$ cat src/rtl/mem_bus_pkg.sv
package mem_bus_pkg;

  // sram word and strobe geometry
  localparam int data_w = 256;        // one 32-byte word
  localparam int strb_w = data_w / 8; // one strobe per byte
  localparam int id_w   = 6;
  localparam int len_w  = 2;          // beats minus one, 1..4 beats
  localparam int addr_w = 8;          // word index, not bytes

  // arbiter peer slots
  localparam int n_peer  = 3;
  localparam int peer_wr = 0;
  localparam int peer_rd = 1;
  localparam int peer_lk = 2;

  typedef struct packed {
    logic [id_w-1:0]   id;
    logic [addr_w-1:0] addr;
    logic [len_w-1:0]  len;
  } aw_t;

  typedef struct packed {
    logic [data_w-1:0] data;
    logic [strb_w-1:0] strb;
    logic              last;
  } w_t;

  typedef struct packed {
    logic [id_w-1:0] id; // bresp is always okay
  } b_t;

  typedef struct packed {
    logic [id_w-1:0]   id;
    logic [addr_w-1:0] addr;
    logic [len_w-1:0]  len;
  } ar_t;

  typedef struct packed {
    logic [id_w-1:0]   id;
    logic [data_w-1:0] data;
    logic              last;
  } r_t;

  // one sram access as seen by the arbiter
  typedef struct packed {
    logic              we;
    logic [addr_w-1:0] addr;
    logic [data_w-1:0] wdata;
    logic [strb_w-1:0] be;
  } mem_req_t;

endpackage

$ cat src/rtl/axi_wr_engine.sv
`timescale 1ns/1ps

module axi_wr_engine #(
  parameter int addr_w = mem_bus_pkg::addr_w
) (
  input  logic                  clk,
  input  logic                  arst_n,
  input  mem_bus_pkg::aw_t      aw,
  input  logic                  aw_valid,
  output logic                  aw_ready,
  input  mem_bus_pkg::w_t       w,
  input  logic                  w_valid,
  output logic                  w_ready,
  output mem_bus_pkg::b_t       b,
  output logic                  b_valid,
  input  logic                  b_ready,
  output mem_bus_pkg::mem_req_t mreq,
  output logic                  mreq_valid,
  input  logic                  gnt
);

  localparam int bus_aw = mem_bus_pkg::addr_w;

  typedef enum logic [1:0] {
    st_idle,
    st_data,
    st_resp
  } state_e;

  state_e                         state_q;
  logic [mem_bus_pkg::id_w-1:0]   id_q;
  logic [addr_w-1:0]              base_q;
  logic [mem_bus_pkg::len_w-1:0]  len_q;
  logic [mem_bus_pkg::len_w-1:0]  beat_q; // beats stored so far
  logic                           beat_fire;

  assign aw_ready   = (state_q == st_idle);
  assign mreq_valid = (state_q == st_data) & w_valid;
  assign w_ready    = gnt;              // beat stalls while others own the ram
  assign beat_fire  = w_valid & gnt;
  assign b_valid    = (state_q == st_resp);
  assign b.id       = id_q;

  // beat goes straight to the ram, wlast itself is not used here
  always_comb begin
    mreq.we    = 1'b1;
    mreq.addr  = bus_aw'(base_q + addr_w'(beat_q));
    mreq.wdata = w.data;
    mreq.be    = w.strb;
  end

  always_ff @(posedge clk or negedge arst_n) begin
    if (!arst_n) begin
      state_q <= st_idle;
      beat_q  <= '0;
    end else begin
      case (state_q)
        st_idle: begin
          if (aw_valid) begin
            state_q <= st_data;
            beat_q  <= '0;
          end
        end
        st_data: begin
          if (beat_fire) begin
            beat_q <= beat_q + 1'b1;
            if (beat_q == len_q) state_q <= st_resp; // counted, not wlast
          end
        end
        st_resp: begin
          if (b_ready) state_q <= st_idle;
        end
        default: state_q <= st_idle;
      endcase
    end
  end

  always_ff @(posedge clk) begin
    if (aw_valid && aw_ready) begin
      id_q   <= aw.id;
      base_q <= addr_w'(aw.addr);
      len_q  <= aw.len;
    end
  end

endmodule

$ cat config.mk
export PLATFORM = sky130hd
export DESIGN_NAME = axi_wr_engine
export DESIGN_NICKNAME = d
export VERILOG_FILES = /design/src/rtl/mem_bus_pkg.sv /design/src/rtl/axi_wr_engine.sv
export SDC_FILE = /design/constraint.sdc
export NUM_CORES = 1
export LEC_CHECK = 0
export ABC_AREA = 1
export ABC_CLOCK_PERIOD_IN_PS = 1730
export BUFFER_PORTS_ARGS = -buffer_cell sky130_fd_sc_hd__buf_2
export CORE_AREA = 8 8 232 234
export CTS_BUF_LIST = sky130_fd_sc_hd__clkbuf_4 sky130_fd_sc_hd__clkbuf_8 sky130_fd_sc_hd__clkbuf_16
export CTS_CLUSTER_DIAMETER = 80
export DETAILED_ROUTE_END_ITERATION = 8
export DIE_AREA = 0 0 240 242
export PLACE_DENSITY = 0.31
export SLEW_MARGIN = 25
export SYNTH_ARGS = -nofsm -noshare
export SYNTH_HDL_FRONTEND = slang
export SYNTH_SLANG_ARGS = --single-unit
export TNS_END_PERCENT = 20
$ cat constraint.sdc
create_clock -name clk -period 1.73 [get_ports clk]
set_input_delay 0.519 -clock clk [delete_from_list [all_inputs] [get_ports clk]]
set_output_delay 0.519 -clock clk [all_outputs]
set_load 0.005 [all_outputs]
## Yosys cells after proc, flatten, opt, wreduce, memory -nomap -nowiden

Index checks and enable logic that the tools add are counted.

- Add/subtract/negate cells: 2
- $mul: 0
- Div/mod/pow operators: 0
- $lt $le $gt $ge: 0
- Equal/unequal tests: 7
- Shift operators: 0
- Multiplexer cells: 8
- Bitwise gates (word level): 2
- Reductions and logical operators: 5

Operators with widths:

| cell | count |
|---|---|
| two-way mux 2 bit | 6 |
| adder 8 x 2 -> 8 bit | 1 |
| case mux 2 bit (3 select lines) | 1 |
| != test 2 x 1 -> 1 bit (second input constant) | 2 |
| != test 2 bit (second input constant) | 2 |
| case mux 2 bit (2 select lines) | 1 |
| AND reduction 4 bit | 1 |
| AND reduction 3 bit | 1 |
| adder 2 x 1 -> 2 bit (second input constant) | 1 |
| AND 1 bit | 2 |
| equality test 2 x 1 -> 1 bit (second input constant) | 1 |
| equality test 2 bit | 1 |
| equality test 2 bit (second input constant) | 1 |
| logical NOT 2 bit | 1 |
| nonzero test 2 bit | 1 |
| logical AND 1 bit | 1 |

- Bits in registers: 20
- Latch bits: 0
- Memory bits (writable): 0
- Memory bits (read-only): 0
- Input bits: 311
- Output and inout port bits: 307
- Word-level logic and storage cells: 29
- Memories: 0

## Depth between registers and ports, before layout

- Depth after elaboration: 4
- Gate-level depth with buffers: 6
- Depth with buffers taken out: 6

## Worst setup path before layout

OpenSTA, ideal clock, no wires.

- Kind: flip-flop to output port
- From: reg beat_q[0] (netlist bit)
- To: out mreq[294] (netlist bit)
- Arrival time: 1337 ps
- Data required time: 1211 ps
- Slack: -126 ps
- Cell stages (with the launch flop): 6
- Path buffers: 0
- Cells stage by stage: dfrtp_1 ha_1 fa_1 nand3_1 nor2_1 xor2_1

RTL lines:

| what | RTL line | text |
|---|---|---|
| start, declared | axi_wr_engine.sv:34 | `logic [mem_bus_pkg::len_w-1:0] beat_q;` |
| start signal, assigned | axi_wr_engine.sv:66 | `beat_q <= beat_q + 1'b1;` |
| end, declared | axi_wr_engine.sv:17 | `output mem_bus_pkg::mem_req_t mreq,` |

==> impl_metrics.toml <==
[cells_and_area]
final_util = 0.0414
diodes = 0
layout_common_cells = "buf_2, nand2_1, edfxtp_1"
layout-drive-gt1-share = 0.431
layout.nets = 445
final_common_cell = "buf_2"
syn2layout_area_growth_pct = -32.5

[critical_path]
worst-r2r-setup-slack_ns = 0.41
startpoint_type = "flip-flop"
worstSetupEndpoint = "mreq[294]"
path_class = "flip-flop to primary output"
critPathArrivalTime_ns = 1.61
path_buf_inv = 1
r2r_cells = 4
end_kind = "primary output"
max_stage_delay_ns = 0.37
cp_max_fo = 2
crit_slowest_cell = "edfxtp_1"
crit_chain = "ha_2 -> fa_2 -> nand3_2 -> nor2_1 -> xor2_1 -> buf_2"
reg2reg_from = "state_q[0]"
timing.rr.end = "base_q[4]"
path_delay_family = "adder cells"
cp.depth = 6
crit_path_start = "base_q[0]"
worstPathRequired_ns = 1.21

[min_path]
hold_class = "input port to asynchronous set/reset pin"

[yosys]
async_reset_ff_frac = 0.200
syn_nets = 688
synth_edf_count = 16
synth_area_sq_mm = 0.00309
yosys_warnings = 0
ys_top_cells_by_area = "buf_4, edfxtp_1, dfrtp_1"
synth_top_cell_by_area = "buf_4"
synthDistinctLibCells = 22
synth_top_area_frac = 0.704
avgSynthCellArea_sq_um = 8.27
seq_area_frac_synth = 0.188
synth_seq_cells = 20
synthFlopType = "edfxtp_1"
synth_cells = 374

[pwr]
pwr_density_cell_mw_per_mm2 = 861
p_leak_uw = 0.000606
ir_drop_mv = 0.641

[sta]
fin_setup_tns_ns = -2.27
finalHoldViolations = 0
slew_viol_final = 0
layout_min_cycle_time_ns = 2.13
rsz0062_at_grt = "yes"
setup_ws_ns = -0.398
fin_worst_skew_ns = 0.000926
finalCritPeriodShare = 1.23
fmax_ghz = 0.470
setup_violations = 7

[place]
dp_slack_ns = -0.145
port_buffers = 39
place_congestion = 0.629
hpwl_um = 19500

[detailed_routing]
vias = 1236
vias_per_cell = 1.53
postRouteAntennaNets = 0
drtIter0Drc = 48
firstDrtPassIters = 4
drt_wl_total_um = 20800
drt-wirelength-per-cell_um = 25.7
drc = 0

[cts]
cts_hold_buf = 0
clock-root-buffer = "clkbuf_16"
clkSinkCount = 20
clockBufferDepth = 2
cts_made_buffers = 3
clk_pin_slew_worst_paths_ns = 0.05
cts_tree = "built"
insertion_delay_ns = 0.25
htree_levels = 1

[floorplan]
die-area_sq_mm = 0.0581
initial_core_util = 0.0613
core_area_sq_mm = 0.0505
num_io_pins = 618
fp-row-count = 83
die_h_um = 242
die_w_um = 240

[status]
failed_checks = "setup timing"
status = "finished, violations left"

[grt]
grt_pass1_wl_um = 23100
grt_overflow = 0
antenna_found_initial = 0
grt_start_max_net_pins = 17
grtUsageTotal = 0.0655
grt_pass1_vias = 1485

[flow_run]
drv_cap = 0
-- flip-flops by register name (all words and copies together), names as in the netlist --
signal and cells:
base_q 8, state_q 2, len_q 2, beat_q 2
b 6
-- worst register-to-register path: cells and delay by family (launching register included) --
family / cells / cell delay (ns)
and+or+nand+nor: 2 / 0.28
buffers and inverters: 2 / 0.29
DFF: 1 / 0.44
-- where the power goes --
| group | leakage [uW] | switching (uW) | internal, uW | total (uW) |
|---|---|---|---|---|
| registers | 0.000195 | 65.4 | 615 | 681 |
| clock network | 0.0000385 | 175 | 308 | 483 |
| logic | 0.000373 | 350 | 284 | 634 |
-- cell type report --
class | count | area [sq um]
Sequential cell | 20 | 581
Tap cell | 680 | 851
Clock inverter | 1 | 3.75
Inverter | 11 | 41.3
Timing Repair Buffer | 42 | 224
Fill cell | 6072 | 48400
Clock buffer | 3 | 75.1
Multi-Input combinational cell | 53 | 313
-- routing by layer --
metal	part of all wire	track usage	routed length, um
met2	0.42	0.0977	8830
met3	0.32	0.0935	6680
met5	0.0039	0.0121	81
met1	0.17	0.0322	3440
met4	0.085	0.0521	1760
-- worst min-delay path by stage --
stage	to
after floorplan	beat_q[0]
after global placement	beat_q[1]
after detailed placement	beat_q[1]
after CTS	beat_q[1]
after global routing	beat_q[1]
final	beat_q[1]
-- synth_stat cells, drive strengths merged, types with 2 or more instances --
master and count:
xnor2 2, o21ai 3, dfrtp 4, buf 290, ha 2, inv 11
nor2 13, edfxtp 16, nand2 19, xor2 3, nand3 5
-- cell families after synthesis --
family / count (synthesis) / share of synthesized area
DFF: 20 / 0.188
xor gates and xnor gates: 5 / 0.0142
adders and majority gates: 3 / 0.0146
and+or+nand+nor: 40 / 0.0587
AOI/OAI and AO/OA: 4 / 0.00647
other: 1 / 0.00121
buffers and inverters: 301 / 0.717
-- stage by stage --
stage          instances  total power, uW  instance area, sq um  hold WS (ns)
2_1_floorplan        374             1560                  3100         0.223
5_1_grt              810             1950                  2090        0.0779
6_report             810             1800                  2090        0.0709
3_3_place_gp         806             1330                  1990         0.350
3_5_place_dp         806             1320                  1990         0.349
4_1_cts              810             1840                  2080        0.0760
-- timing repair --
action | 4_1_cts | 5_1_grt
pin swaps | 1 | 2
resized for setup | 1 | 2
buffers inserted | 0 | 0
setup endpoints to repair | 7 | 8
(Power assumes the default switching activity.)
