[config.mk]
export PLATFORM = sky130hd
export DESIGN_NAME = axi_rd_engine
export DESIGN_NICKNAME = d
export VERILOG_FILES = /design/src/rtl/mem_bus_pkg.sv /design/src/rtl/axi_rd_engine.sv
export SDC_FILE = /design/constraint.sdc
export NUM_CORES = 1
export LEC_CHECK = 0
export BUFFER_PORTS_ARGS = -buffer_cell sky130_fd_sc_hd__buf_2
export CELL_PAD_IN_SITES_DETAIL_PLACEMENT = 1
export CELL_PAD_IN_SITES_GLOBAL_PLACEMENT = 1
export CORE_AREA = 2 2 332 334
export DETAILED_ROUTE_END_ITERATION = 10
export DIE_AREA = 0 0 334 336
export GPL_TIMING_DRIVEN = 1
export PLACE_DENSITY_LB_ADDON = 0.05
export REMOVE_ABC_BUFFERS = 1
export SKIP_CTS_REPAIR_TIMING = 1
export SYNTH_ARGS = -nofsm -noshare
export SYNTH_HDL_FRONTEND = slang
export SYNTH_SLANG_ARGS = --single-unit
[constraint.sdc]
create_clock -name clk -period 15.74 [get_ports clk]
set_input_delay 0.787 -clock clk [delete_from_list [all_inputs] [get_ports clk]]
set_output_delay 0.787 -clock clk [all_outputs]
set_load 0.02 [all_outputs]
[src/rtl/mem_bus_pkg.sv]
package mem_bus_pkg;

  // sram word and strobe geometry
  localparam int data_w = 256;        // one 32-byte word
  localparam int strb_w = data_w / 8; // one strobe per byte
  localparam int id_w   = 6;
  localparam int len_w  = 2;          // beats minus one, 1..4 beats
  localparam int addr_w = 8;          // word index, not bytes

  // arbiter peer slots
  localparam int n_peer  = 3;
  localparam int peer_wr = 0;
  localparam int peer_rd = 1;
  localparam int peer_lk = 2;

  typedef struct packed {
    logic [id_w-1:0]   id;
    logic [addr_w-1:0] addr;
    logic [len_w-1:0]  len;
  } aw_t;

  typedef struct packed {
    logic [data_w-1:0] data;
    logic [strb_w-1:0] strb;
    logic              last;
  } w_t;

  typedef struct packed {
    logic [id_w-1:0] id; // bresp is always okay
  } b_t;

  typedef struct packed {
    logic [id_w-1:0]   id;
    logic [addr_w-1:0] addr;
    logic [len_w-1:0]  len;
  } ar_t;

  typedef struct packed {
    logic [id_w-1:0]   id;
    logic [data_w-1:0] data;
    logic              last;
  } r_t;

  // one sram access as seen by the arbiter
  typedef struct packed {
    logic              we;
    logic [addr_w-1:0] addr;
    logic [data_w-1:0] wdata;
    logic [strb_w-1:0] be;
  } mem_req_t;

endpackage

[src/rtl/axi_rd_engine.sv]
`timescale 1ns/1ps

module axi_rd_engine #(
  parameter int addr_w = mem_bus_pkg::addr_w
) (
  input  logic                            clk,
  input  logic                            arst_n,
  input  mem_bus_pkg::ar_t                ar,
  input  logic                            ar_valid,
  output logic                            ar_ready,
  output mem_bus_pkg::r_t                 r,
  output logic                            r_valid,
  input  logic                            r_ready,
  output mem_bus_pkg::mem_req_t           mreq,
  output logic                            mreq_valid,
  input  logic                            gnt,
  input  logic [mem_bus_pkg::data_w-1:0]  rdata,
  input  logic                            rdata_valid
);

  localparam int bus_aw = mem_bus_pkg::addr_w;
  localparam int len_w  = mem_bus_pkg::len_w;

  logic                          busy_q;
  logic [mem_bus_pkg::id_w-1:0]  id_q;
  logic [addr_w-1:0]             base_q;
  logic [len_w-1:0]              len_q;
  logic [len_w:0]                iss_q;  // fetches granted, up to 4
  logic [len_w-1:0]              ret_q;  // beats returned
  logic [1:0]                    fly_q;  // fetches in flight
  logic [1:0]                    occ_q;  // buffer fill
  mem_bus_pkg::r_t               buf_q [2];
  logic                          wr_ptr_q;
  logic                          rd_ptr_q;
  logic                          issue_ok;
  logic                          issue;
  logic                          push;
  logic                          pop;

  assign ar_ready = ~busy_q;

  // credits: in flight plus buffered never exceeds two slots
  assign issue_ok = busy_q && (iss_q <= {1'b0, len_q})
                    && (({1'b0, fly_q} + {1'b0, occ_q}) < 3'd2);
  assign mreq_valid = issue_ok;
  assign issue      = issue_ok & gnt;
  assign push       = rdata_valid;
  assign pop        = r_valid & r_ready;

  assign r_valid = (occ_q != 2'd0);
  assign r       = buf_q[rd_ptr_q];

  always_comb begin
    mreq.we    = 1'b0;
    mreq.addr  = bus_aw'(base_q + addr_w'(iss_q[len_w-1:0])); // consecutive words
    mreq.wdata = '0;
    mreq.be    = '0;
  end

  always_ff @(posedge clk or negedge arst_n) begin
    if (!arst_n) begin
      busy_q   <= 1'b0;
      iss_q    <= '0;
      ret_q    <= '0;
      fly_q    <= '0;
      occ_q    <= '0;
      wr_ptr_q <= 1'b0;
      rd_ptr_q <= 1'b0;
    end else begin
      if (ar_valid && ar_ready) begin
        busy_q <= 1'b1;
        iss_q  <= '0;
        ret_q  <= '0;
      end else if (pop && r.last) begin
        busy_q <= 1'b0; // burst drained
      end
      if (issue) iss_q <= iss_q + 1'b1;
      if (push) begin
        wr_ptr_q <= ~wr_ptr_q;
        ret_q    <= ret_q + 1'b1;
      end
      if (pop) rd_ptr_q <= ~rd_ptr_q;
      fly_q <= fly_q + 2'(issue) - 2'(push);
      occ_q <= occ_q + 2'(push) - 2'(pop);
    end
  end

  always_ff @(posedge clk) begin
    if (ar_valid && ar_ready) begin
      id_q   <= ar.id;
      base_q <= addr_w'(ar.addr);
      len_q  <= ar.len;
    end
    if (push) begin
      buf_q[wr_ptr_q] <= '{id: id_q, data: rdata, last: (ret_q == len_q)}; // tag last
    end
  end

endmodule

* After elaboration in Yosys (flattened, before gate mapping)
Memories as Yosys holds them, arrays and structs flattened.
Cells that the tools add are included.
** Word-level totals
- Bits in registers :: 28
- Memory bits (writable) :: 526
- Memories :: 1
** Operators by class
- Multiplexer cells :: 8
- Reductions and logical operators :: 8
- $add $sub $neg :: 8
- Magnitude comparators :: 2
- Eq/ne operators :: 1
- Bitwise gates (word level) :: 5
** Memory list
- buf_q :: words 2, bits a word 263, rd ports 1, clocked after memory_dff 0, write ports 1, RTL line axi_rd_engine.sv:32 : mem_bus_pkg::r_t buf_q [2];
** Operators by type and width (number)
- $add 8x2->8 :: 1
- $reduce_bool 2->1 :: 4
- $mux 3 :: 2
- $add 2x1->2 :: 2
- $logic_and 1x1->1 :: 4
- $mux 1 :: 4
- $mux 2 :: 2
- $sub 2x1->2 :: 2
- $add 2x2->3 :: 1
- $add 3x1->3 const B :: 1
- $le 3x2->1 :: 1
- $lt 3x2->1 const B :: 1
- $not 1->1 :: 3
- $add 2x1->2 const B :: 1
- $and 1x1->1 :: 2
- $eq 2x2->1 :: 1

* Depth between registers and ports, before layout
- Depth in word-level cells :: 6
- Gate-level depth with buffers :: 11
- Mapped depth without buffers :: 11

* Worst setup path before layout
No wires, ideal clock.
- Kind :: in2reg
- From :: input rdata_valid
- To :: memory buf_q[0][0] in the netlist's numbering, enable pin
- Cell stages on the path :: 1
- Path buffers :: 0
- Path slack :: 2.715 ns
- Data required time :: 14.817 ns
- Data arrival time :: 12.102 ns
- Cell sequence :: nor2b_1
** Between the ends
- Longest elaborated chain between the ends :: 2
** Ends and longest elaborated chain
- start, declared :: RTL line axi_rd_engine.sv:18 : input logic rdata_valid
- $mux 1 :: RTL line axi_rd_engine.sv:94 : if (push) begin
- $mux 1 (implied by the code) :: RTL line axi_rd_engine.sv:95 : buf_q[wr_ptr_q] <= '{id: id_q, data: rdata, last: (ret_q == len_q)};
- end, declared :: RTL line axi_rd_engine.sv:32
Every way passes these cells.

==> results.tsv <==
stage	metric	value	unit
global_routing	track_usage	11.7	%
critical_path	startpoint_type	register	
yosys	yosys.area_share.adder	0.680	%
sta	clock.fmax	238	MHz
critical_path	crit_required	14.95	ns
yosys	yosysMostFrequentCell	edfxtp_1	
critical_path	cp-end-kind	output port	
die	die-area	0.112	mm2
die	fp.dieW	334	um
clocking	cts_tree	yes	
routing	wl	67.7	mm
critical_path	crit_fanout	80	
die	io_pins	841	
sta	setup_violations	0	
min_path	min_path_type	input pin to async pin	
clocking	ctsHtreeMaxLevel	3	
placed_design	io_buffers	551	
pwr	p_int	3420	uW
sta	hold_viol	0	
yosys	synth_edf_count	542	
placed_design	pre_cts_ws	11.95	ns
yosys	async_flop_share	2.17	%
yosys	syn_area	0.0225	mm2
yosys	ys_top_cells_by_count	542 x edfxtp_1, 315 x buf_4, 263 x mux2_2	
pwr	p_sw_share	34.8	%
global_routing	grt_pass1_wl	92.2	mm
yosys	synth_warnings	0	
die	start_util	20.7	%
global_routing	antenna_found_initial	66	
global_routing	grt_pass1_vias	12100	
yosys	synth.top_cell.area_share	72.5	%
yosys	synth_compound_area_share	0.145	%
clocking	cts.sinks	554	
sta	fin_ws	11.54	ns
run	drv_cap	0	
global_routing	grt_max_degree	146	
clocking	clkLatencyLatePin	0.61	ns
yosys	syn_avg_cell_area	18.6	um2
final_layout	nets	2101	
clocking	cts_buffers	72	
routing	post_drt_wl_per_cell	20.6	um
die	rows	121	
sta	timing.final.crit_period	4.20	ns
pwr	pwr-share-clk	28.4	%
global_routing	overflow	0	
pwr	power.density	188	mW/mm2
sta	rsz0062_at_grt	false	
routing	ant_nets	0	
yosys	synthTopCellsByArea	edfxtp_1 72%, mux2_2 13%, buf_4 11%	
final_layout	syn2layout_area_growth	24.4	%
yosys	synth-main-ff-cell	edfxtp_1	
die	dieHeight	336	um
final_layout	drive_above_1_share	49.5	%
yosys	synth_top_family_by_area	multiplexers	
critical_path	critical_path_class	register to output port	
clocking	cts_buffer_depth	3	
pwr	power_frac_comb	32.2	%
pwr	vdd_drop_max	0.0000802	V
placed_design	place_hpwl	48.5	mm
sta	drv_slew	0	
critical_path	cp.arrival	3.41	ns
pwr	p_sw	1830	uW
die	core_area	0.108	mm2
clocking	clkTransAtPathRegs	0.06	ns
routing	avgViaCountPerCell	3.55	
pwr	leakagePower	0.0107	uW
sta	finClkSkew	0.0162	ns
sta	worstMarginPinSlew	1.23	ns
sta	fin_tns_setup	0	ns
routing	drt-initial-drc-count	389	
yosys	ys_types	26	
placed_design	place.gp.congestion	0.700	
yosys	synth-xor-area-share	0.585	%
outcome	run_status	complete, no violations	
routing	dr.pass1.iters	4	
yosys	syn-instance-count	1208	
sta	finalCritPeriodShare	26.7	%
clocking	cts-root-buf	clkbuf_16	
pwr	pwr-share-seq	39.5	%
yosys	synthSimpleGateAreaFrac	0.618	%
yosys	ys_ff_latch	554	
sta	relSlewSlack	18.0	%
routing	vias	11700	
yosys	synthMuxAreaShare	13.3	%
yosys	yosysSeqAreaShare	73.8	%
yosys	yosys.area.top_type	edfxtp_1	
routing	drc	0	
metal layers:
metal  routed length, um  share of wire (%)  global-route usage (%)  up-vias
li1                    -                  -                       -     5158
met1               21700                 32                    11.0     5768
met2               38100                 56                    22.8      559
met3                5620                8.3                    4.35      188
met4                2020                3.0                    4.07       28
met5                 181               0.27                       0        -
worst paths after layout:
kind,start,endpoint,slack [ns],cells past startpoint
worst min register to register,id_q[4]$_DFFE_PP_,buf_q[0][261]$_DFFE_PP_,0.44,0
max in group asynchronous,arst_n,rd_ptr_q$_DFFE_PN0P_,15.39,1
worst max-delay path,rd_ptr_q$_DFFE_PN0P_,r[246],11.54,3
worst min-delay path,arst_n,occ_q[1]$_DFF_PN0_,0.07,1
worst max register to register,wr_ptr_q$_DFFE_PN0P_,buf_q[1][132]$_DFFE_PP_,12.81,3
min in group clk,ar[9],base_q[7]$_DFFE_PP_,0.35,1
cells by family (layout without fill, tap and decap cells):
family | after synthesis | after routing
AOI/OAI and AO/OA | 5 | 5
xor gates and xnor gates | 15 | 15
adders and majority gates | 11 | 11
buffers and inverters | 332 | 704
DFF | 554 | 554
muxes | 266 | 266
other | 1 | 299
and+or+nand+nor | 24 | 24
power groups by stage:
stage	clock network, uW	logic [uW]	registers (uW)
global route	1610	1830	2110
global placement	0	1770	2100
detailed placement	0	1770	2110
finish	1490	1690	2070
CTS	1570	1770	2080
floorplan	0	1100	2240
registers in the layout, indices dropped and copies added, names as in the netlist:
signal,cells
buf_q,526
busy_q,1
fly_q,2
occ_q,2
ret_q,2
id_q,6
len_q,2
wr_ptr_q,1
iss_q,3
base_q,8
rd_ptr_q,1
cell usage in the layout, fill, tap and decap left out, types with 10 or more instances in the layout:
cell type | Yosys | final
clkbuf_1 | 0 | 23
conb_1 | 1 | 289
mux2_2 | 263 | 263
clkbuf_16 | 0 | 74
clkinv_1 | 0 | 13
diode_2 | 0 | 10
buf_2 | 3 | 551
edfxtp_1 | 542 | 542
dfrtp_1 | 12 | 11
clkinv_2 | 0 | 14
inv_1 | 13 | 13
worst max-delay path: stages (launching register included):
cell     delay (ns)
dfrtp_4        1.02
buf_4          1.03
mux2_2         0.47
buf_2          0.17
per-stage QoR:
step	power, uW	std cells	hold slack [ns]	utilization, %	area (um2)
6_report	5250	3292	0.0700	25.8	27900
5_1_grt	5550	3286	0.0503	25.8	27900
4_1_cts	5420	3282	0.00787	25.8	27900
3_5_place_dp	3880	3152	0.432	23.8	25800
3_3_place_gp	3870	3152	0.427	23.8	25800
2_1_floorplan	3340	1178	0.421	-	21200
area by class of cell:
cell class              instances  area (um2)
multi-input cells             610        4540
flip-flops and latches        554       16600
repair buffers                560        2850
fillers                     11700       80500
clock inverters                31         160
clock buffers                  99        1970
well taps                    1414        1770
inverters                      14        52.6
diodes                         10        25.0
No activity file was read; power rests on OpenSTA's default activity.
