`config.mk`:
```
export PLATFORM = sky130hd
export DESIGN_NAME = entry_lookup
export DESIGN_NICKNAME = d
export VERILOG_FILES = /design/src/rtl/mem_bus_pkg.sv /design/src/rtl/hawk_tbl_pkg.sv /design/src/rtl/entry_lookup.sv
export SDC_FILE = /design/constraint.sdc
export NUM_CORES = 1
export LEC_CHECK = 0
export BUFFER_PORTS_ARGS = -buffer_cell sky130_fd_sc_hd__buf_2
export CAP_MARGIN = 25
export CORE_AREA = 5 5 293 295
export CTS_CLUSTER_SIZE = 30
export DETAILED_ROUTE_END_ITERATION = 12
export DIE_AREA = 0 0 298 300
export MAX_ROUTING_LAYER = met4
export PLACE_DENSITY_LB_ADDON = 0.2
export SKIP_LAST_GASP = 1
export SYNTH_ARGS = -nofsm -noshare
export SYNTH_HDL_FRONTEND = slang
export SYNTH_SLANG_ARGS = --single-unit
```
`constraint.sdc`:
```
create_clock -name clk -period 5.4 [get_ports clk]
set_input_delay 0.54 -clock clk [delete_from_list [all_inputs] [get_ports clk]]
set_output_delay 0.54 -clock clk [all_outputs]
set_load 0.01 [all_outputs]
```
`src/rtl/mem_bus_pkg.sv`:
```
package mem_bus_pkg;

  // sram word and strobe geometry
  localparam int data_w = 256;        // one 32-byte word
  localparam int strb_w = data_w / 8; // one strobe per byte
  localparam int id_w   = 6;
  localparam int len_w  = 2;          // beats minus one, 1..4 beats
  localparam int addr_w = 8;          // word index, not bytes

  // arbiter peer slots
  localparam int n_peer  = 3;
  localparam int peer_wr = 0;
  localparam int peer_rd = 1;
  localparam int peer_lk = 2;

  typedef struct packed {
    logic [id_w-1:0]   id;
    logic [addr_w-1:0] addr;
    logic [len_w-1:0]  len;
  } aw_t;

  typedef struct packed {
    logic [data_w-1:0] data;
    logic [strb_w-1:0] strb;
    logic              last;
  } w_t;

  typedef struct packed {
    logic [id_w-1:0] id; // bresp is always okay
  } b_t;

  typedef struct packed {
    logic [id_w-1:0]   id;
    logic [addr_w-1:0] addr;
    logic [len_w-1:0]  len;
  } ar_t;

  typedef struct packed {
    logic [id_w-1:0]   id;
    logic [data_w-1:0] data;
    logic              last;
  } r_t;

  // one sram access as seen by the arbiter
  typedef struct packed {
    logic              we;
    logic [addr_w-1:0] addr;
    logic [data_w-1:0] wdata;
    logic [strb_w-1:0] be;
  } mem_req_t;

endpackage

```
`src/rtl/hawk_tbl_pkg.sv`:
```
package hawk_tbl_pkg;

  localparam int idx_w        = 10; // entry index width
  localparam int att_per_word = 4;  // 64-bit att entries
  localparam int lst_per_word = 2;  // 128-bit list entries

  // address translation table entry
  typedef struct packed {
    logic [6:0]  zpd_cnt;
    logic [54:0] way;
    logic [1:0]  sts;
  } att_entry_t;

  // free list entry, doubly linked
  typedef struct packed {
    logic [13:0] rsvd;
    logic [49:0] way;
    logic [31:0] prev;
    logic [31:0] next;
  } lst_entry_t;

  // one unswapped word, entry 0 in the low bits
  typedef union packed {
    att_entry_t [att_per_word-1:0] att;
    lst_entry_t [lst_per_word-1:0] lst;
  } tbl_word_u;

  typedef enum logic {
    tbl_att,
    tbl_list
  } tbl_kind_e;

  typedef struct packed {
    tbl_kind_e        kind;
    logic [idx_w-1:0] idx;
  } lookup_req_t;

  // only the member matching kind carries data, the other is zero
  typedef struct packed {
    tbl_kind_e  kind;
    att_entry_t att;
    lst_entry_t lst;
  } lookup_rsp_t;

endpackage

```
`src/rtl/entry_lookup.sv`:
```
`timescale 1ns/1ps

module entry_lookup #(
  parameter int addr_w    = mem_bus_pkg::addr_w,
  parameter int att_base  = 64,
  parameter int list_base = 128
) (
  input  logic                            clk,
  input  logic                            arst_n,
  input  hawk_tbl_pkg::lookup_req_t       req,
  input  logic                            req_valid,
  output logic                            req_ready,
  output hawk_tbl_pkg::lookup_rsp_t       rsp,
  output logic                            rsp_valid,
  input  logic                            rsp_ready,
  output mem_bus_pkg::mem_req_t           mreq,
  output logic                            mreq_valid,
  input  logic                            gnt,
  input  logic [mem_bus_pkg::data_w-1:0]  rdata,
  input  logic                            rdata_valid
);

  localparam int bus_aw = mem_bus_pkg::addr_w;

  typedef enum logic [1:0] {
    st_idle,
    st_fetch,
    st_wait,
    st_resp
  } state_e;

  state_e                          state_q;
  hawk_tbl_pkg::lookup_req_t       req_q;
  hawk_tbl_pkg::lookup_rsp_t       rsp_q;
  logic [addr_w-1:0]               word_addr;
  logic [mem_bus_pkg::data_w-1:0]  unswap;
  hawk_tbl_pkg::tbl_word_u         word_u;

  assign req_ready  = (state_q == st_idle);
  assign mreq_valid = (state_q == st_fetch);
  assign rsp_valid  = (state_q == st_resp);
  assign rsp        = rsp_q;

  // four att entries or two list entries per word
  always_comb begin
    if (req_q.kind == hawk_tbl_pkg::tbl_att) begin
      word_addr = addr_w'(att_base) + addr_w'(req_q.idx >> 2);
    end else begin
      word_addr = addr_w'(list_base) + addr_w'(req_q.idx >> 1);
    end
    mreq.we    = 1'b0;
    mreq.addr  = bus_aw'(word_addr);
    mreq.wdata = '0;
    mreq.be    = '0;
  end

  // stored big endian per 8-byte lane
  always_comb begin
    for (int l = 0; l < 4; l++) begin
      for (int j = 0; j < 8; j++) begin
        unswap[64*l + 8*j +: 8] = rdata[64*l + 8*(7-j) +: 8];
      end
    end
  end

  assign word_u = unswap;

  always_ff @(posedge clk or negedge arst_n) begin
    if (!arst_n) begin
      state_q <= st_idle;
    end else begin
      case (state_q)
        st_idle:  if (req_valid)   state_q <= st_fetch;
        st_fetch: if (gnt)         state_q <= st_wait;
        st_wait:  if (rdata_valid) state_q <= st_resp;
        st_resp:  if (rsp_ready)   state_q <= st_idle;
        default:  state_q <= st_idle;
      endcase
    end
  end

  always_ff @(posedge clk) begin
    if (req_valid && req_ready) req_q <= req;
    if ((state_q == st_wait) && rdata_valid) begin
      rsp_q.kind <= req_q.kind;
      rsp_q.att  <= '0; // unused member stays zero
      rsp_q.lst  <= '0;
      if (req_q.kind == hawk_tbl_pkg::tbl_att) begin
        rsp_q.att <= word_u.att[req_q.idx[1:0]];
      end else begin
        rsp_q.lst <= word_u.lst[req_q.idx[0]];
      end
    end
  end

endmodule

```
; ---- Word-level counts from Yosys, hierarchy flattened
; Cells that the tools add are included.
[classes]
n_reduce_logical = 4
n_eq_ne = 7
muxes = 10
magnitude_cmp = 2
addsub = 2
[ops]
columns = cell, count
row1 = $mux W128, 2
row2 = $bmux W64 S2, 1
row3 = $mux W64, 1
row4 = $add A7 B8 Y8 const A, 1
row5 = $add A8 B8 Y8 const A, 1
row6 = $mux W2, 4
row7 = $mux W8, 1
row8 = $pmux W2 S4, 1
row9 = $eq A2 B2 Y1 const B, 2
row10 = $ne A2 B1 Y1 const B, 2
row11 = $ne A2 B2 Y1 const B, 2
row12 = $reduce_and A4 Y1, 1
row13 = $lt A2 B3 Y1 const B, 1
row14 = $eq A2 B1 Y1 const B, 1
row15 = $logic_and A1 B1 Y1, 2
row16 = $logic_not A2 Y1, 1
row17 = $lt A1 B2 Y1 const B, 1
[word_totals]
regBits = 206
input_bits = 273
wordCells = 36

; ---- Depth between registers and ports, before layout
; Gate-level depths: netlist of run 1.
[depth]
word_depth = 3
depth_mapped = 5
mapped_depth_nobuf = 5

; ---- Worst setup path after synthesis of run 1
; Ideal clock, no wire load.
[synth_timing]
kind = register to register
startpoint = register state_q[0]
endpoint = register rsp_q, in the netlist rsp[0] (enable)
arrival_time_ns = 5.072
slack_ns = -0.248
stages_incl_launch_ff = 4
setup_time_ns = 0.576
cell_sequence = dfrtp_1 -> inv_1 -> ha_1 -> and2_1
[synth_between]
elab_chain_len = 2
[synth_rtl]
columns = element, line_no
row1 = "start, declared", entry_lookup.sv:32  ; state_e state_q;
row2 = "start signal, assigned", entry_lookup.sv:70  ; state_q <= st_idle;
row3 = "start signal, assigned", entry_lookup.sv:73  ; st_idle: if (req_valid) state_q <= st_fetch;
row4 = "start signal, assigned", entry_lookup.sv:74  ; st_fetch: if (gnt) state_q <= st_wait;
row5 = $eq A2 B2 Y1, entry_lookup.sv:84  ; if ((state_q == st_wait) && rdata_valid) begin
row6 = $logic_and A1 B1 Y1, entry_lookup.sv:84
row7 = "end, declared", entry_lookup.sv:34  ; hawk_tbl_pkg::lookup_rsp_t rsp_q;
; Every way passes these cells.
; A chain may end at the register's enable or synchronous reset.

==> results of run 1 <==
==> cell usage in the layout (no fill, tap or decap), drive strengths merged, types with 3 or more instances in the layout <==
cell / instances
buf: 486
conb: 289
edfxtp: 204
nor2b: 195
mux2i: 129
mux4: 64
clkbuf: 32
diode: 9
clkinv: 8
mux2: 7
ha: 5
inv: 3
==> worst max-delay path, delay by kind of cell (launching register included) <==
family | cells | cell delay, ns
AOI/OAI and AO/OA | 1 | 0.07
buffers and inverters | 2 | 0.55
DFF | 1 | 0.98
and+or+nand+nor | 1 | 0.10
==> power by group through the flow <==
stage               registers (mW)  logic, mW  clock network (mW)
floorplan                     2.47       1.04                   0
CTS                           2.32       1.72                1.69
global route                  2.33       1.83                1.74
finish                        2.30       1.68                1.60
global placement              2.35       1.71                   0
detailed placement            2.35       1.72                   0
==> per-stage QoR <==
step / worst slack, ns / std cells / util (%) / area (um2) / power [mW]
floorplan: 1.91 / 1245 / - / 13900 / 3.50
global placement: 2.96 / 2472 / 18.4 / 15300 / 4.06
detailed placement: 2.99 / 2472 / 18.4 / 15300 / 4.06
CTS: 2.35 / 2515 / 19.3 / 16000 / 5.73
global route: 2.32 / 2521 / 19.4 / 16000 / 5.90
finish: 2.55 / 2524 / 19.4 / 16100 / 5.58
==> state kept, by name, indices dropped and copies added (netlist names) <==
register	cells
state_q	2
req_q	11
rsp	193
==> per-layer routing <==
metal / track usage, % / part of all wire [%]
met1: 11.5 / 38
met2: 16.1 / 48
met3: 2.99 / 11
met4: 2.82 / 2.9
met5: - / 0
==> logic make-up (layout without fill, tap and decap cells) <==
group / count (synthesis) / count (layout) / share of synthesized area (%)
AND/OR/NAND/NOR: 200 / 200 / 9.74
multiplexers: 200 / 200 / 22.0
buffers and inverters: 342 / 532 / 19.1
flip-flops: 206 / 206 / 48.4
adder cells (fa/ha/maj): 5 / 5 / 0.490
other: 1 / 298 / 0.0294
XOR/XNOR: 1 / 1 / 0.0686
AO/OA/AOI/OAI: 2 / 2 / 0.157
==> synthesized netlist by cell type <==
cell type / number
a2111oi_2: 1
and2_1: 2
buf_2: 21
buf_4: 290
buf_6: 6
clkbuf_1: 22
conb_1: 1
dfrtp_1: 2
edfxtp_1: 204
ha_1: 5
inv_1: 3
mux2_2: 7
mux2i_1: 129
mux4_2: 64
nand2_1: 1
nor2_1: 2
nor2b_1: 195
o21ai_0: 1
xnor2_1: 1
==> final timing paths <==
path | start | end | cells past startpoint
worst max-delay path | req_q[10] | mreq[294] | 4
worst min-delay path | req[5] | req_q[5] | 1
worst max register to register | req_q[0] | rsp[184] | 3
worst min register to register | state_q[1] | state_q[1] | 1
max in group asynchronous | arst_n | state_q[1] | 2
min in group asynchronous | arst_n | state_q[0] | 2
==> repair_timing <==
action                    in CTS  in global routing
hold endpoints to repair       2                  0
hold buffers                   1                  0
gates resized for setup        0                  0
==> cell type report <==
| class | count | area (um2) |
|---|---|---|
| inverters | 3 | 11.3 |
| repair buffers | 487 | 2520 |
| well taps | 1080 | 1350 |
| clock inverters | 10 | 48.8 |
| diodes | 9 | 22.5 |
| multi-input cells | 697 | 5230 |
| clock buffers | 32 | 694 |
| fillers | 9082 | 66800 |
| flip-flops and latches | 206 | 6180 |
==> flow_summary.ini, run 1 <==
[floorplan]
die_y_um = 300
ios = 766
core_area_um2 = 82900
die_area_um2 = 89400
chipWidth_um = 298
row_count = 106
start_util_pct = 15.4

[power_and_ir_drop]
net-switching-power_mw = 1.82
power_frac_seq_pct = 41.3
power_leakage_nw = 6.88
vdd_drop_max_mv = 0.173
combinationalPowerShare_pct = 30.0
clockPowerShare_pct = 28.7
p_int_mw = 3.77
power_density_nw_per_um2 = 348
swShare_pct = 32.5

[setup_path]
critical_path_class = reg2out
rrSetupSlack_ns = 3.03
worstSetupStartpointType = register
worstPathCellList = buf_12, nand2_1, o21ai_0, buf_2
cp_data_arrival_time_ns = 2.31
end_kind = output pin
crit_path_max_incr_delay_ns = 0.98
worst-endpoint-required_ns = 4.86
cp_max_fo = 106
cp_slowest_cell = edfxtp_1

[place]
dp_hpwl_mm = 36.1
port_buffers = 476
gp_congestion = 0.780

[global_route]
grtUsageTotal_pct = 9.72
grt_pass1_vias = 8951
grt_start_max_net_pins = 121
grt_overflow = 0
grt_first_pass_wirelength_mm = 63.1
antenna_found_initial = 15

[cts]
cts-root-buf = clkbuf_16
htreeDepth = 1
post_cts_buffers = 0
tritoncts = yes
clk_latency_ns = 0.55
clock_path_buffers = 3
clkSinkCount = 206
clk_pin_slew_ns = 0.06
cts_made_buffers = 27

[sta]
fin_hold_ws_ns = 0.182
finalMaxSlewViolations = 0
worst_pin_slew_ns = 0.969
rsz0062_at_grt = false
min_period_over_period_pct = 52.8
report.final.setup_viol = 0
max_slew_margin_pct = 35.4
timing.fmax_mhz = 351
skew_ns = 0.0172
tns_ns = 0
hold_viol = 0
min_period_ns = 2.85

[yosys]
synth_area_um2 = 12800
synth_area_leader_cell = edfxtp_1
yosys.cell_types.count = 19
yosysWarnings = 0
synth_top_area_share_pct = 48.0
ys_ff_latch = 206
synth.avg_cell_area_um2 = 13.3
synth_seq_area_share_pct = 48.4
synthCells = 957
synth_area_leaders = edfxtp_1 (48%), buf_4 (17%), mux4_2 (11%), mux2i_1 (10%), nor2b_1 (9.6%)

[final_layout]
syn_to_final_growth_pct = 25.7
num-nets-final = 1700
drive_above_1_share_pct = 41.2

[drt]
drc = 0
routed_via_density = 3.32
wirelength_mm = 45.7
postRouteAntennaNets = 0
drtIter0Drc = 387
firstDrtPassIters = 4
routedWlPerCell_um = 18.1
vias = 8389

[status]
status = finished clean

[min_path]
hold_path_class = in2reg

[run]
drv_cap = 0
Note: power is estimated with default switching activity, not from simulation.
==> run 2: changes to the inputs <==
clock period = 2.95 ns   (was 5.4 ns; I/O delays follow)
==> run 2 against run 1 <==
Effect of this change:
- cell count up 1.7%
- total power up 89%
- worst hold slack worse by 0.15 ns
- register-to-register slack worse by 2.0 ns
- sequential share of layout area down 0.95 points
- wire length up 2.1%
- final area up 2.5%
- first-iteration DRC count down 20%
- critical path type unchanged
- largest cell class unchanged
- largest power group unchanged
- highest routed layer unchanged
==> flow_summary.ini, run 2 (same netlist as run 1, synthesis figures left out) <==
[status]
status = finished clean

[final_layout]
syn_to_final_growth_pct = 28.9
drive_above_1_share_pct = 41.4
finalInstanceArea_um2 = 16500
final_common_cell = buf_2
largest_reg_flops = 193
num-nets-final = 1729
final_cell_mix = buf_2 (476), conb_1 (289), edfxtp_1 (204), nor2b_1 (195), mux2i_1 (129)

[drt]
postRouteAntennaNets = 0
firstDrtPassIters = 4
routedWlPerCell_um = 18.2
dr_wl_met3_mm = 5.19
wl_met2_mm = 21.9
routed_via_density = 3.32
drtIter0Drc = 311
drc = 0
vias = 8531
top_layer = met4
m1WireLength_mm = 18.5
wirelength_mm = 46.6

[min_path]
hold_path_class = in2reg
worstHoldEndpoint = req_q[1]
holdPathStages = 1
min-delay-start = req[1]

[power_and_ir_drop]
power_leakage_nw = 7.07
power_density_nw_per_um2 = 640
p_int_mw = 7.16
power_frac_seq_pct = 39.7
vdd_drop_max_mv = 0.397
swShare_pct = 32.0
combinationalPowerShare_pct = 30.5
net-switching-power_mw = 3.37
clockPowerShare_pct = 29.8

[cts]
clk_latency_ns = 0.57
tritoncts = yes
post_cts_buffers = 0
post_cts_resized = 0
cts-root-buf = clkbuf_16
clkSinkCount = 206
clk_pin_slew_ns = 0.06
clock_path_buffers = 3
htreeDepth = 1
cts_made_buffers = 27

[sta]
hold_viol = 0
rsz0062_at_grt = false
min_period_ns = 2.33
timing.fmax_mhz = 429
report.final.setup_viol = 0
max_slew_margin_pct = 41.4
worst_pin_slew_ns = 0.879
finalMaxSlewViolations = 0
skew_ns = 0.0297
tns_ns = 0
min_period_over_period_pct = 79.1

[setup_path]
reg2regPathDepth = 4
crit_path_max_incr_delay_ns = 0.92
cp_slowest_cell = edfxtp_1
path_buf_inv = 1
end_kind = output pin
worstPathCellList = mux2_2, buf_2
worst-endpoint-required_ns = 2.65
critical_path_class = reg2out
crit_cells = 2
worstSetupStartpointType = register
cp_max_fo = 12
cp_data_arrival_time_ns = 2.04
regToRegStartpoint = req_q[0]
cp_top_family = flip-flops
rrSetupSlack_ns = 0.99
r2r_end = rsp[134]

[floorplan]
chipWidth_um = 298
ios = 766
row_count = 106
core_area_um2 = 82900
start_util_pct = 15.4
die_area_um2 = 89400
die_y_um = 300

[global_route]
antenna_found_initial = 24
grt_overflow = 0
grtUsageTotal_pct = 9.91
grt_first_pass_wirelength_mm = 64.1
grt_start_max_net_pins = 91
grt_pass1_vias = 8938

[place]
dp_hpwl_mm = 37.9
postPlaceCellArea_um2 = 15500
gp_congestion = 0.768
port_buffers = 476

[run]
drv_cap = 0
-- run 2: changes by cell type in the layout (fill, tap and decap cells not counted) --
cell,change
inv_6,+1
dlygate4sd3_1,+10
clkinv_1,+5
clkinv_2,-3
buf_4,+13
clkinvlp_4,-2
buf_12,+6
bufinv_16,+2
clkbuf_1,+1
diode_2,+11
-- run 2: metal layers --
metal	global-route usage [%]	vias up
li1	-	3839
met5	-	-
met4	2.55	0
met1	11.6	4114
met2	15.9	518
met3	4.01	60
-- run 2: final cells by class --
class	instances	area [um2]
fillers	9087	66400
flip-flops and latches	206	6180
multi-input cells	697	5230
repair buffers	516	2840
well taps	1080	1350
clock buffers	33	698
clock inverters	13	106
diodes	20	50.0
inverters	3	11.3
-- run 2: how the worst max path moves through the flow --
stage | slack (ns) | from | end
3_3_place_gp | 0.97 | req_q[1] | rsp[181]
5_1_grt | 0.44 | req_q[10] | mreq[294]
4_1_cts | 0.52 | req_q[10] | mreq[294]
6_report | 0.62 | req_q[10] | mreq[291]
2_1_floorplan | 0.47 | state_q[0] | rsp[0]
3_5_place_dp | 0.94 | req_q[1] | rsp[178]
-- run 2: per-stage QoR --
step           setup WS, ns  hold slack, ns  power [mW]  cells  util, %
2_1_floorplan         0.471       -0.000591        6.39   1245        -
3_3_place_gp          0.970          0.0873        7.53   2491     18.7
3_5_place_dp          0.940          0.0883        7.54   2491     18.7
4_1_cts               0.524          0.0175        10.8   2548     19.8
5_1_grt               0.435          0.0103        11.2   2565     19.9
6_report              0.618          0.0301        10.5   2568     19.9
-- run 2: worst register-to-register path: stages, from the launching register on --
cell      delay [ns]
edfxtp_1        0.47
buf_12          0.29
buf_12          0.40
mux4_2          0.42
nor2b_1         0.15
-- run 2: timing repair --
item / 4_1_cts / 5_1_grt
hold buffers: 11 / 0
endpoints found under the hold margin: 12 / 0
setup endpoints to repair: 0 / 0
-- run 2: power by group through the flow --
stage               Combinational (mW)  Sequential [mW]  Clock (mW)
floorplan                         1.90             4.48           0
global placement                  3.28             4.25           0
detailed placement                3.29             4.25           0
CTS                               3.31             4.19        3.31
global route                      3.52             4.23        3.41
finish                            3.22             4.18        3.14
